==> src/uart_cfg_pkg.sv <==
package uart_cfg_pkg;

    // ********************************************************************
    // Clock and line rate
    // ********************************************************************
    localparam int unsigned CLK_FREQ       = 32'd25_000_000;    // 25 MHz system clock
    localparam int unsigned BAUD           = 32'd1_000_000;     // 1 Mbaud
    localparam int unsigned CYCLES_PER_BIT = CLK_FREQ / BAUD;   // 25 cycles per bit
    localparam int unsigned HALF_BIT       = CYCLES_PER_BIT / 2;

    // Bit-time counter has to hold CYCLES_PER_BIT itself in the receiver
    localparam int unsigned BIT_CNT_W      = 5;

    // ********************************************************************
    // Buffering and credits
    // ********************************************************************
    localparam int unsigned TX_CREDITS     = 2;                 // Transmit holding slots
    localparam int unsigned RX_FIFO_DEPTH  = 8;                 // Receive FIFO entries
    localparam int unsigned CREDIT_W       = 4;

    // Pointer widths, depths are powers of two so the pointers wrap by themselves
    localparam int unsigned TX_PTR_W       = $clog2(TX_CREDITS);
    localparam int unsigned FIFO_PTR_W     = $clog2(RX_FIFO_DEPTH);

endpackage

==> src/uart_types_pkg.sv <==
package uart_types_pkg;

    // One data byte on the serial line
    typedef logic [7:0] uart_byte_t;

    // Receiver FSM
    typedef enum logic [1:0] {
        RX_IDLE,    // Waiting for a falling edge
        RX_START,   // Confirming the start bit at mid-bit
        RX_DATA,    // Sampling the eight data bits
        RX_STOP     // Sampling the stop bit
    } rx_state_t;

    // Transmitter FSM
    typedef enum logic [1:0] {
        TX_IDLE,
        TX_START,
        TX_DATA,
        TX_STOP
    } tx_state_t;

endpackage
==> src/byte_credit_if.sv <==
`timescale 1ns/1ps
`default_nettype none

// Byte handoff from the receiver into the receive FIFO
interface byte_credit_if import uart_types_pkg::*; ();

    logic       valid;      // One-cycle pulse, always accepted
    uart_byte_t data;
    logic       frame_err;  // Stop bit was sampled as 0
    logic       credit;     // One-cycle pulse returns one slot

    modport src (
        output valid,
        output data,
        output frame_err,
        input  credit
    );

    modport dst (
        input  valid,
        input  data,
        input  frame_err,
        output credit
    );

endinterface

`default_nettype wire

==> src/rx_fifo.sv <==
`timescale 1ns/1ps
`default_nettype none

module rx_fifo import uart_cfg_pkg::*, uart_types_pkg::*; (
    input  logic       clk,
    input  logic       rst,
    byte_credit_if.dst in,
    input  logic       rx_credit,
    output logic       rx_valid,
    output uart_byte_t rx_data,
    output logic       rx_frame_err
);

    uart_byte_t            data_mem [RX_FIFO_DEPTH];
    logic                  err_mem  [RX_FIFO_DEPTH];
    logic [FIFO_PTR_W-1:0] wr_ptr;
    logic [FIFO_PTR_W-1:0] rd_ptr;
    logic [CREDIT_W-1:0]   fill_cnt;
    logic [CREDIT_W-1:0]   host_cred;   // Host keeps at most 15 credits outstanding
    logic                  rd;

    // Read only with a byte stored and a host credit in hand
    assign rd = (fill_cnt != '0) && (host_cred != '0);

    // ********************************************************************
    // Storage
    // ********************************************************************
    always_ff @(posedge clk) begin
        if (in.valid) begin
            data_mem[wr_ptr] <= in.data;
            err_mem[wr_ptr]  <= in.frame_err;
        end
    end

    always_ff @(posedge clk) begin
        if (rd) begin
            rx_data <= data_mem[rd_ptr];
        end
    end

    // ********************************************************************
    // Pointers, counters and credit return
    // ********************************************************************
    always_ff @(posedge clk) begin
        if (rst) begin
            wr_ptr       <= '0;
            rd_ptr       <= '0;
            fill_cnt     <= '0;
            host_cred    <= '0;
            rx_valid     <= 1'b0;
            rx_frame_err <= 1'b0;
            in.credit    <= 1'b0;
        end else begin
            if (in.valid) begin
                wr_ptr <= wr_ptr + 1'b1;
            end
            if (rd) begin
                rd_ptr       <= rd_ptr + 1'b1;
                rx_frame_err <= err_mem[rd_ptr];
            end
            fill_cnt  <= fill_cnt + CREDIT_W'(in.valid) - CREDIT_W'(rd);
            host_cred <= host_cred + CREDIT_W'(rx_credit) - CREDIT_W'(rd);
            rx_valid  <= rd;
            in.credit <= rd;        // Slot freed on the same cycle as rx_valid
        end
    end

endmodule

`default_nettype wire

==> src/uart_link_top.sv <==
`timescale 1ns/1ps
`default_nettype none

module uart_link_top import uart_types_pkg::*; (
    input  logic       clk,
    input  logic       rst,

    // Transmit host side
    input  logic       tx_valid,
    input  uart_byte_t tx_data,
    output logic       tx_credit,

    // Serial lines
    output logic       tx_line,
    input  logic       rx_line,

    // Receive host side
    input  logic       rx_credit,
    output logic       rx_valid,
    output uart_byte_t rx_data,
    output logic       rx_frame_err,
    output logic       rx_overrun
);

    // Receiver to FIFO handoff
    byte_credit_if rx_bus ();

    // ********************************************************************
    // Transmit path
    // ********************************************************************
    uart_tx u_tx (
        .clk       (clk),
        .rst       (rst),
        .tx_valid  (tx_valid),
        .tx_data   (tx_data),
        .tx_credit (tx_credit),
        .tx_line   (tx_line)
    );

    // ********************************************************************
    // Receive path
    // ********************************************************************
    uart_rx u_rx (
        .clk        (clk),
        .rst        (rst),
        .rx_line    (rx_line),
        .out        (rx_bus),
        .rx_overrun (rx_overrun)
    );

    rx_fifo u_fifo (
        .clk          (clk),
        .rst          (rst),
        .in           (rx_bus),
        .rx_credit    (rx_credit),
        .rx_valid     (rx_valid),
        .rx_data      (rx_data),
        .rx_frame_err (rx_frame_err)
    );

endmodule

`default_nettype wire

==> src/uart_rx.sv <==
`timescale 1ns/1ps
`default_nettype none

module uart_rx import uart_cfg_pkg::*, uart_types_pkg::*; (
    input  logic       clk,
    input  logic       rst,
    input  logic       rx_line,
    byte_credit_if.src out,
    output logic       rx_overrun
);

    rx_state_t            state;
    logic [BIT_CNT_W-1:0] cyc_cnt;
    logic [2:0]           bit_idx;
    uart_byte_t           shreg;
    logic [CREDIT_W-1:0]  cred_cnt;     // Free FIFO slots as seen from here

    logic                 mid_start;
    logic                 data_sample;
    logic                 stop_sample;
    logic                 deliver;

    // Sample points, counted from the first low cycle seen in idle
    assign mid_start   = (state == RX_START) && (cyc_cnt == BIT_CNT_W'(HALF_BIT));
    assign data_sample = (state == RX_DATA) && (cyc_cnt == BIT_CNT_W'(CYCLES_PER_BIT));
    assign stop_sample = (state == RX_STOP) && (cyc_cnt == BIT_CNT_W'(CYCLES_PER_BIT));
    assign deliver     = stop_sample && (cred_cnt != '0);

    // ********************************************************************
    // Frame FSM
    // ********************************************************************
    always_ff @(posedge clk) begin
        if (rst) begin
            state   <= RX_IDLE;
            cyc_cnt <= '0;
            bit_idx <= '0;
        end else begin
            case (state)
                RX_IDLE: begin
                    if (!rx_line) begin
                        state   <= RX_START;
                        cyc_cnt <= BIT_CNT_W'(1);
                    end
                end
                RX_START: begin
                    if (mid_start) begin
                        // A line back at 1 here was only a glitch
                        state   <= rx_line ? RX_IDLE : RX_DATA;
                        cyc_cnt <= BIT_CNT_W'(1);
                        bit_idx <= '0;
                    end else begin
                        cyc_cnt <= cyc_cnt + 1'b1;
                    end
                end
                RX_DATA: begin
                    if (data_sample) begin
                        cyc_cnt <= BIT_CNT_W'(1);
                        if (bit_idx == 3'd7) begin
                            state <= RX_STOP;
                        end else begin
                            bit_idx <= bit_idx + 1'b1;
                        end
                    end else begin
                        cyc_cnt <= cyc_cnt + 1'b1;
                    end
                end
                RX_STOP: begin
                    if (stop_sample) begin
                        state <= RX_IDLE;   // Re-armed for an immediate start bit
                    end else begin
                        cyc_cnt <= cyc_cnt + 1'b1;
                    end
                end
                default: state <= RX_IDLE;
            endcase
        end
    end

    // LSB arrives first, so shift in from the top
    always_ff @(posedge clk) begin
        if (data_sample) begin
            shreg <= {rx_line, shreg[7:1]};
        end
    end

    // ********************************************************************
    // Delivery and credits
    // ********************************************************************
    always_ff @(posedge clk) begin
        if (deliver) begin
            out.data      <= shreg;
            out.frame_err <= ~rx_line;      // Stop bit should be 1
        end
    end

    always_ff @(posedge clk) begin
        if (rst) begin
            out.valid  <= 1'b0;
            rx_overrun <= 1'b0;
            cred_cnt   <= CREDIT_W'(RX_FIFO_DEPTH);
        end else begin
            out.valid  <= deliver;
            rx_overrun <= stop_sample && (cred_cnt == '0);  // Byte is dropped
            cred_cnt   <= cred_cnt - CREDIT_W'(deliver) + CREDIT_W'(out.credit);
        end
    end

endmodule

`default_nettype wire

==> src/uart_tx.sv <==
`timescale 1ns/1ps
`default_nettype none

module uart_tx import uart_cfg_pkg::*, uart_types_pkg::*; (
    input  logic       clk,
    input  logic       rst,
    input  logic       tx_valid,
    input  uart_byte_t tx_data,
    output logic       tx_credit,
    output logic       tx_line
);

    uart_byte_t           hold_mem [TX_CREDITS];
    logic [TX_PTR_W-1:0]  wr_ptr;
    logic [TX_PTR_W-1:0]  rd_ptr;
    logic [CREDIT_W-1:0]  hold_cnt;
    logic [CREDIT_W-1:0]  init_left;    // Credits still owed after reset

    tx_state_t            state;
    logic [BIT_CNT_W-1:0] cyc_cnt;
    logic [2:0]           bit_idx;
    uart_byte_t           shreg;
    logic                 bit_done;
    logic                 pop;
    logic                 shift;

    assign bit_done = (cyc_cnt == BIT_CNT_W'(CYCLES_PER_BIT - 1));

    // Hand a byte to the serializer when idle or right at the end of a stop bit,
    // but only once the reset credit grant is over so credit pulses never collide
    assign pop = (hold_cnt != '0) && (init_left == '0) &&
                 ((state == TX_IDLE) || ((state == TX_STOP) && bit_done));

    assign shift = bit_done && (state == TX_DATA) && (bit_idx != 3'd7);

    // ********************************************************************
    // Holding buffer
    // ********************************************************************
    always_ff @(posedge clk) begin
        if (tx_valid) begin
            hold_mem[wr_ptr] <= tx_data;
        end
    end

    always_ff @(posedge clk) begin
        if (rst) begin
            wr_ptr   <= '0;
            rd_ptr   <= '0;
            hold_cnt <= '0;
        end else begin
            if (tx_valid) begin
                wr_ptr <= wr_ptr + 1'b1;
            end
            if (pop) begin
                rd_ptr <= rd_ptr + 1'b1;
            end
            hold_cnt <= hold_cnt + CREDIT_W'(tx_valid) - CREDIT_W'(pop);
        end
    end

    // Initial grant of TX_CREDITS pulses, then one pulse per pop
    always_ff @(posedge clk) begin
        if (rst) begin
            init_left <= CREDIT_W'(TX_CREDITS);
            tx_credit <= 1'b0;
        end else if (init_left != '0) begin
            init_left <= init_left - 1'b1;
            tx_credit <= 1'b1;
        end else begin
            tx_credit <= pop;
        end
    end

    // ********************************************************************
    // Serializer
    // ********************************************************************
    always_ff @(posedge clk) begin
        if (pop) begin
            shreg <= hold_mem[rd_ptr];
        end else if (shift) begin
            shreg <= {1'b0, shreg[7:1]};  // Next bit moves to LSB
        end
    end

    always_ff @(posedge clk) begin
        if (rst) begin
            state   <= TX_IDLE;
            tx_line <= 1'b1;
            cyc_cnt <= '0;
            bit_idx <= '0;
        end else begin
            cyc_cnt <= bit_done ? '0 : cyc_cnt + 1'b1;
            case (state)
                TX_IDLE: begin
                    cyc_cnt <= '0;
                    if (pop) begin
                        state   <= TX_START;
                        tx_line <= 1'b0;
                    end
                end
                TX_START: begin
                    if (bit_done) begin
                        state   <= TX_DATA;
                        tx_line <= shreg[0];
                        bit_idx <= '0;
                    end
                end
                TX_DATA: begin
                    if (bit_done) begin
                        if (bit_idx == 3'd7) begin
                            state   <= TX_STOP;
                            tx_line <= 1'b1;
                        end else begin
                            bit_idx <= bit_idx + 1'b1;
                            tx_line <= shreg[1];  // Shift happens on this same edge
                        end
                    end
                end
                TX_STOP: begin
                    if (bit_done) begin
                        if (pop) begin
                            state   <= TX_START;  // Back-to-back frame, no idle gap
                            tx_line <= 1'b0;
                        end else begin
                            state   <= TX_IDLE;
                        end
                    end
                end
                default: state <= TX_IDLE;
            endcase
        end
    end

endmodule

`default_nettype wire

==> config.mk <==
export PLATFORM = sky130hd
export DESIGN_NAME = uart_link_top
export DESIGN_NICKNAME = d
export VERILOG_FILES = /design/src/uart_cfg_pkg.sv /design/src/uart_types_pkg.sv /design/src/byte_credit_if.sv /design/src/rx_fifo.sv /design/src/uart_link_top.sv /design/src/uart_rx.sv /design/src/uart_tx.sv
export SDC_FILE = /design/constraint.sdc
export NUM_CORES = 1
export LEC_CHECK = 0
export ABC_AREA = 1
export ABC_CLOCK_PERIOD_IN_PS = 6600
export BUFFER_PORTS_ARGS = -buffer_cell sky130_fd_sc_hd__buf_4
export CELL_PAD_IN_SITES_DETAIL_PLACEMENT = 2
export CELL_PAD_IN_SITES_GLOBAL_PLACEMENT = 2
export CORE_MARGIN = 2
export CORE_UTILIZATION = 45
export CTS_CLUSTER_SIZE = 28
export DETAILED_ROUTE_END_ITERATION = 10
export PLACE_DENSITY_LB_ADDON = 0.1
export SYNTH_ARGS = -nofsm -noshare
export SYNTH_HDL_FRONTEND = slang
export SYNTH_SLANG_ARGS = --single-unit
==> constraint.sdc <==
create_clock -name clk -period 6.6 [get_ports clk]
set_clock_uncertainty 0.2 [all_clocks]
set_input_delay 1.32 -clock clk [delete_from_list [all_inputs] [get_ports clk]]
set_output_delay 1.32 -clock clk [all_outputs]
set_load 0.05 [all_outputs]
==> impl_results.md, run 1 <==
* Share of the yosys chip area belonging to registers at 0.6374
* Number of distinct library cells after synthesis at 38
* Global route total overflow at 0
* Setup crit start kind: flop
* Worst slack, placed at approximately 3.3 ns
* Int Power at between 2 and 2.5 mW
* Leading area contributor after synthesis: edfxtp_1
* Post_cts resized at 0
* Kind of end point of the critical path: flop
* Tcrit/Tclk final at 0.5241
* Slew HR at 0.1408
* Initial antenna violation count at 0
* Height of the die at roughly 130 um
* H-tree lvl count at 4
* Least-Margin Pin Slew at ~1.3 ns
* Die W at ~130 um
* Area occupied by multi-input gates at roughly 2300 um^2
* Syn avg cell area at ~11 um^2
* Total Die Area at ~18000 um^2
* Detailed-route via count at roughly 5200
* Slew Limit Fails at 0
* Clk buf depth at 2
* GR Util All Layers at 0.2741
* Setup TNS Final at 0 ns
* Hold slack at ~0.25 ns
* # setup viols final at 0
* IO buf count at 25
* Io pins at 26
* Setup Fix Bufs, Post-CTS at 0
* Core box area at about 16000 um^2
* Placed cell count at 911
* Wire length per cell at around 24 um
* FF+latch count, synth at 176
* Commonest non-fill, non-tap cell in the layout: edfxtp_1
* Initial detailed-routing violation count at 390
* First-pass GRT wire length at 35410 um
* CTS Sinks at approximately 180
* Power share of the sequential group at 0.402
* CTS root buf: clkbuf_16
* Max-Cap Viols at 0
* Layout area overhead at 12.26%
* Num rows at 46
* Synth Instances at roughly 690
* DR vias/cell at ~5.5
* Net Sw Power at ~1.3 mW
* Synth top area share at 0.4891
* Mapped Area at around 7400 um^2
* Clock share of power at 0.273
* Total power at approximately 3.5 mW
* Endpoints failing hold at 0
* Fmax at between 200 and 300 MHz
* Clk_lat worst skew at between 0.4 and 0.5 ns
* Hold/Removal Path Class: flop to flop
* Final Critical Period at approximately 3.5 ns
* Wirelength, routed at approximately 23000 um
* Largest cells by area after synthesis: edfxtp_1, dfxtp_1, ha_1
* Ys Warns at 0
* Required @ worst endpoint at around 6.7 ns
* # hold bufs at CTS at 0
* Status: finished clean
* Final Net Count at between 700 and 800
* WS Path Type: flop to flop
* VDD IR max at ~0.22 mV
* Vias in the first global route at between 5000 and 6000
* Most frequent cells in the layout: edfxtp_1, nor2_1, nand2_1
* Syn Nets at roughly 740
* Worst EP arrival at roughly 3.6 ns
* Detail Placement HPWL at between 10000 and 15000 um
* Power Density at about 420 nW/um^2
* Crit-path max FO at 10
* GPL Wtd Cong at between 0.7 and 0.8
* Worst setup margin at approximately 3.1 ns
* Reg clk slew, reported paths at 0.07 ns
* Number of CTS-inserted buffers at 17
* Largest net degree at the start of global routing at 39
* Initial Util at 0.4643
* Combinational share of power at 0.325
* Switching Share at 0.3854
* Antenna Cells at 0
* Unrepaired setup endpoints after global routing: false
* Lkg Pwr at ~3.2 nW
* Remaining antenna violation count at 0
* Pre-antenna DRT Iters at 4
* CTS tree: built
* Final std cells w/o fill at 943
* Share of cells above drive strength 1 at 0.1032
* Register area at about 4700 um^2
* DRC Markers at 0
* Layout fillers at between 1500 and 2000
final cells by class:
class	count	area share
Clock buffer	18	0.05146
Timing Repair Buffer	28	0.02521
Inverter	78	0.03541
Multi-Input combinational cell	413	0.2752
Tap cell	216	0.03241
Sequential cell	176	0.5677
Clock inverter	14	0.01260
cells in the mapped netlist, drive strengths merged:
cell type / n
a211oi: 1
and2: 1
o211ai: 3
a21oi: 29
o211a: 1
inv: 77
buf: 11
o21a: 1
a31oi: 7
o32ai: 16
o21bai: 1
or2: 3
clkinv: 1
edfxtp: 121
fa: 4
nand2: 110
nor3: 6
ha: 37
nand4: 2
nand3: 24
nor2: 116
dfxtp: 55
xnor2: 4
xor2: 3
o21ai: 43
clkbuf: 9
nor4: 1
power by group through the flow:
stage	combinational, mW	clock [mW]	sequential (mW)
floorplan	0.628	0	1.51
global placement	0.944	0	1.41
detailed placement	1.08	0	1.42
CTS	1.15	0.967	1.41
global route	1.26	1.00	1.42
finish	1.14	0.954	1.40
registers in the layout, summed over array words and instances, names as in the netlist, 2 cells and up, named ones only:
name / cells
u_fifo.data_mem: 64
u_tx.hold_mem: 16
u_fifo.host_cred: 4
u_fifo.rd_ptr: 3
u_tx.cyc_cnt: 5
u_rx.cyc_cnt: 5
u_tx.shreg: 8
u_tx.init_left: 4
u_fifo.err_mem: 8
u_fifo.fill_cnt: 4
u_rx.out.data: 8
u_rx.cred_cnt: 4
u_fifo.wr_ptr: 3
u_rx.bit_idx: 3
u_tx.state: 2
u_tx.bit_idx: 3
u_tx.hold_cnt: 4
u_rx.shreg: 8
u_fifo.rx_data: 8
cells by family (layout without fill, tap and decap cells):
kind of cell | after synthesis | after routing | synth area share
flip-flops | 176 | 176 | 0.6374
buffers and inverters | 98 | 138 | 0.05373
AO/OA/AOI/OAI | 102 | 102 | 0.08118
adder cells (fa/ha/maj) | 41 | 41 | 0.07310
AND/OR/NAND/NOR | 263 | 263 | 0.1464
XOR/XNOR | 7 | 7 | 0.008253
critical path: stages, from the launching register on:
cell      delay (ns)
dfxtp_1         0.33
inv_1           0.15
ha_1            0.18
nand2_1         0.06
inv_1           0.10
nand3_2         0.13
nor2_1          0.73
ha_1            0.34
inv_1           0.06
ha_1            0.29
nand2_1         0.09
nor2_1          0.04
a211oi_1        0.29
xor2_1          0.14
inv_1           0.11
nand2_1         0.08
stage by stage:
step / util / area [um^2]
after floorplan: - / 7428
after global placement: 0.4878 / 7805
after detailed placement: 0.4878 / 7805
after CTS: 0.5212 / 8339
after global routing: 0.5212 / 8339
final: 0.5212 / 8339
path summary, 6_finish.rpt:
path	from	endpoint	cells after the start	slack (ns)
worst max-delay path	u_rx.cyc_cnt[1]	u_rx.cred_cnt[3]	15	3.14
worst min-delay path	u_rx.shreg[2]	u_rx.shreg[1]	0	0.25
worst min register to register	u_rx.shreg[2]	u_rx.shreg[1]	0	0.25
worst max register to register	u_rx.cyc_cnt[1]	u_rx.cred_cnt[3]	15	3.14
per-layer routing:
layer / global-route usage / vias up / routed length, um
met1: 0.3156 / 2659 / 9178
li1: - / 2377 / -
met4: 0.1141 / 0 / 661
met3: 0.05096 / 42 / 629
met5: 0 / - / 0
met2: 0.5000 / 115 / 12210
Power figures use the tool's default switching activity.
==> run 2, diff against run 1 <==
- ABC_AREA: 1 -> 0
- ABC_CLOCK_PERIOD_IN_PS: 6600 -> 2980
- CORE_UTILIZATION: 45 -> 41
- clock period: 6.6 -> 2.98 ns (I/O delays scaled with it)
==> run 2 against run 1 <==
Count of clock-buffer cells in the layout up 1. Largest power group unchanged. Die area rose by 9.7%. First-iteration DRC count shrank 58%. Sequential power increased by 120%. Sequential share of layout area down 1.4 points. Via count shrank 18%. Final cell count shrank 15%. Maximum frequency grew 28%. Worst setup slack worse by 2.9 ns. Critical path depth decreased by 5. Non-clock buffer count increased by 14. Largest cell class unchanged. Clock power increased by 140%.
==> impl_results.md, run 2 <==
* Status: finished clean
* Largest net degree at the start of global routing at 44 (+13%)
* Setup Fix Bufs, Post-CTS at 0 (unchanged)
* CTS tree: built
* Setup TNS Final at 0 ns (unchanged)
* Grt peak-use layer: met2
* Clk buf depth at 2 (unchanged)
* Number of distinct library cells after synthesis at 54 (+42%)
* Largest register by flop count: u_fifo.data_mem
* Combinational share of power at 0.286 (-0.039)
* Synth Flop Type: edfxtp_1
* Pre-antenna DRT Iters at 4 (unchanged)
* WS Path Type: flop to flop
* Setup crit start kind: flop
* Switching Share at 0.3183 (-0.06715)
* Syn avg cell area at 14.48 um^2 (+34%)
* Clock share of power at 0.303 (+0.030)
* Power share of the sequential group at 0.411 (+0.009)
* Wire length per cell at 21.50 um (-11%)
* Least-Margin Pin Slew at 0.7757 ns (-0.5084 ns)
* Initial Util at 0.4158 (-0.04848)
* Met3 Usage GRT at 0.03764 (-0.01332)
* CTS Sinks at 176 (unchanged)
* Final std cells w/o fill at 802 (-15%)
* Synth Instances at 514 (-25%)
* Hold/Removal Path Class: input port to flop
* Num rows at 49 (+6.5%)
* Final Critical Period at 2.700 ns (-0.7589 ns)
* Remaining antenna violation count at 0 (unchanged)
* Endpoints failing hold at 0 (unchanged)
* Reg clk slew, reported paths at 0.07 ns (about the same)
* Mapped Area at 7443 um^2 (+0.20%)
* DRC Markers at 0 (unchanged)
* Share of the yosys chip area belonging to registers at 0.6361 (-0.001286)
* Net Sw Power at 2.368 mW (+76%)
* CTS root buf: clkbuf_16
* Int Power at 5.072 mW (+140%)
* Area occupied by multi-input gates at 2470 um^2 (+7.6%)
* Slew Limit Fails at 0 (unchanged)
* Commonest non-fill, non-tap cell in the layout: edfxtp_1
* Antenna Cells at 0 (unchanged)
* VDD IR max at 0.7092 mV (+220%)
* Total Die Area at 19250 um^2 (+9.7%)
* Top-count cell post-synth: edfxtp_1
* Largest cells by area after synthesis: edfxtp_1, dfxtp_1, mux4_1
* Post_cts resized at 0 (unchanged)
* Layout area overhead at 14.81%
* # setup viols final at 0 (unchanged)
* Detailed-route via count at 4263 (-18%)
* # hold bufs at CTS at 0 (unchanged)
* Syn Nets at 568 (-23%)
* Met2 usage at 0.3517 (-0.1483)
* M1 GR Usage at 0.2300 (-0.08554)
* Global route total overflow at 0 (unchanged)
* Top flop regs: u_fifo.data_mem x64, u_tx.hold_mem x16
* Ys Warns at 0 (unchanged)
* Most frequent cells in the layout: edfxtp_1, dfxtp_1, nor2_1
* H-tree lvl count at 4 (unchanged)
* Synth top area share at 0.4881 (-0.0009867)
* DR vias/cell at 5.315 (-3.5%)
* IO buf count at 25 (unchanged)
* Final Net Count at 614 (-20%)
* Max FFs per register at 64 (unchanged)
* Fmax at 370.4 MHz (+28%)
* Crit-path max FO at 4 (-6)
* Worst EP arrival at 2.80 ns (-0.75 ns)
* Max-Cap Viols at 0 (unchanged)
* EDFF count, synth at 121 (unchanged)
* Leading area contributor after synthesis: edfxtp_1
* Most instantiated cells after synthesis: edfxtp_1, dfxtp_1, nor2_1, inv_1, ha_1
* Layout fillers at 1700 (+4.1%)
* Register area at 4735 um^2 (unchanged)
* Share of cells above drive strength 1 at 0.1571 (+0.05390)
* Wirelength, routed at 17240 um (-24%)
* Height of the die at 138.7 um (+4.7%)
* Initial detailed-routing violation count at 163 (-58%)
* First-pass GRT wire length at 27770 um (-22%)
* GR Util All Layers at 0.1906 (-0.08351)
* Tcrit/Tclk final at 0.9060 (+0.3820)
* Core box area at 17900 um^2 (+12%)
* Number of CTS-inserted buffers at 17 (unchanged)
* Placed cell count at 770 (-15%)
* Kind of end point of the critical path: flop
* Clk_lat worst skew at 0.43 ns (-0.02 ns)
* Initial antenna violation count at 0 (unchanged)
* Power Density at 870.6 nW/um^2 (+110%)
* GPL Wtd Cong at 0.7841 (+2.4%)
* FF+latch count, synth at 176 (unchanged)
* Vias in the first global route at 4792 (-19%)
* Slew HR at 0.4818 (+0.3411)
* Required @ worst endpoint at 3.08 ns (-3.61 ns)
* Detail Placement HPWL at 11150 um (-20%)
* Unrepaired setup endpoints after global routing: false
* Die W at 138.7 um (+4.7%)
* Io pins at 26 (unchanged)
* Post-synth ARST share at 0 (unchanged)
* Lkg Pwr at 3.092 nW (-3.5%)
==> run 2: cell type report <==
type / count / area share
repair buffers: 42 / 0.03690
multi-input cells: 283 / 0.2890
clock inverters: 13 / 0.01830
clock buffers: 19 / 0.05066
inverters: 40 / 0.01757
well taps: 229 / 0.03353
flip-flops and latches: 176 / 0.5540
==> run 2: stage by stage <==
stage	worst slack (ns)	hold slack (ns)	power, mW	util	area, um^2
floorplan	0.05912	0.2003	4.661	-	7443
global placement	0.3756	0.2047	5.101	0.4444	7956
detailed placement	0.2994	0.2125	5.260	0.4444	7956
CTS	0.2526	0.1345	7.577	0.4774	8546
global route	0.1012	0.1308	7.900	0.4774	8546
finish	0.2800	0.1521	7.440	0.4774	8546
==> run 2: power groups by stage <==
stage	clock (mW)	sequential [mW]	combinational, mW
finish	2.25	3.06	2.13
global route	2.41	3.09	2.40
CTS	2.32	3.07	2.19
detailed placement	0	3.11	2.15
global placement	0	3.09	2.01
floorplan	0	3.28	1.39
==> run 2: layer usage <==
metal / wire, um / up-vias
met1: 7379 / 2215
li1: - / 1989
met3: 401 / 10
met4: 148 / 0
met5: 0 / -
met2: 9311 / 49
==> run 2: worst max-delay path: stages (launching register included) <==
cell and delay, ns:
dfxtp_1 0.40, inv_1 0.07, ha_1 0.22, and4b_1 0.25
a21oi_1 0.32, nor2_2 0.08, xor2_1 0.16, ha_1 0.23
fa_1 0.42, xnor2_1 0.17, nor2_1 0.05
==> run 2: cell families after synthesis <==
family	Yosys count	synth area share
AOI/OAI and AO/OA	60	0.05110
and+or+nand+nor	120	0.08539
xor gates and xnor gates	20	0.02353
DFF	176	0.6361
adders and majority gates	41	0.07295
buffers and inverters	55	0.03211
muxes	42	0.09884
==> run 2: final timing paths <==
path | start | endpoint | slack (ns) | cells after the start
hold / removal | tx_data[1] | u_tx.hold_mem[0][1] | 0.15 | 1
setup reg to reg | u_tx.cyc_cnt[0] | u_tx.hold_cnt[2] | 0.28 | 10
hold reg to reg | u_rx.shreg[0] | u_rx.out.data[0] | 0.23 | 0
setup / recovery | u_tx.cyc_cnt[0] | u_tx.hold_cnt[2] | 0.28 | 10
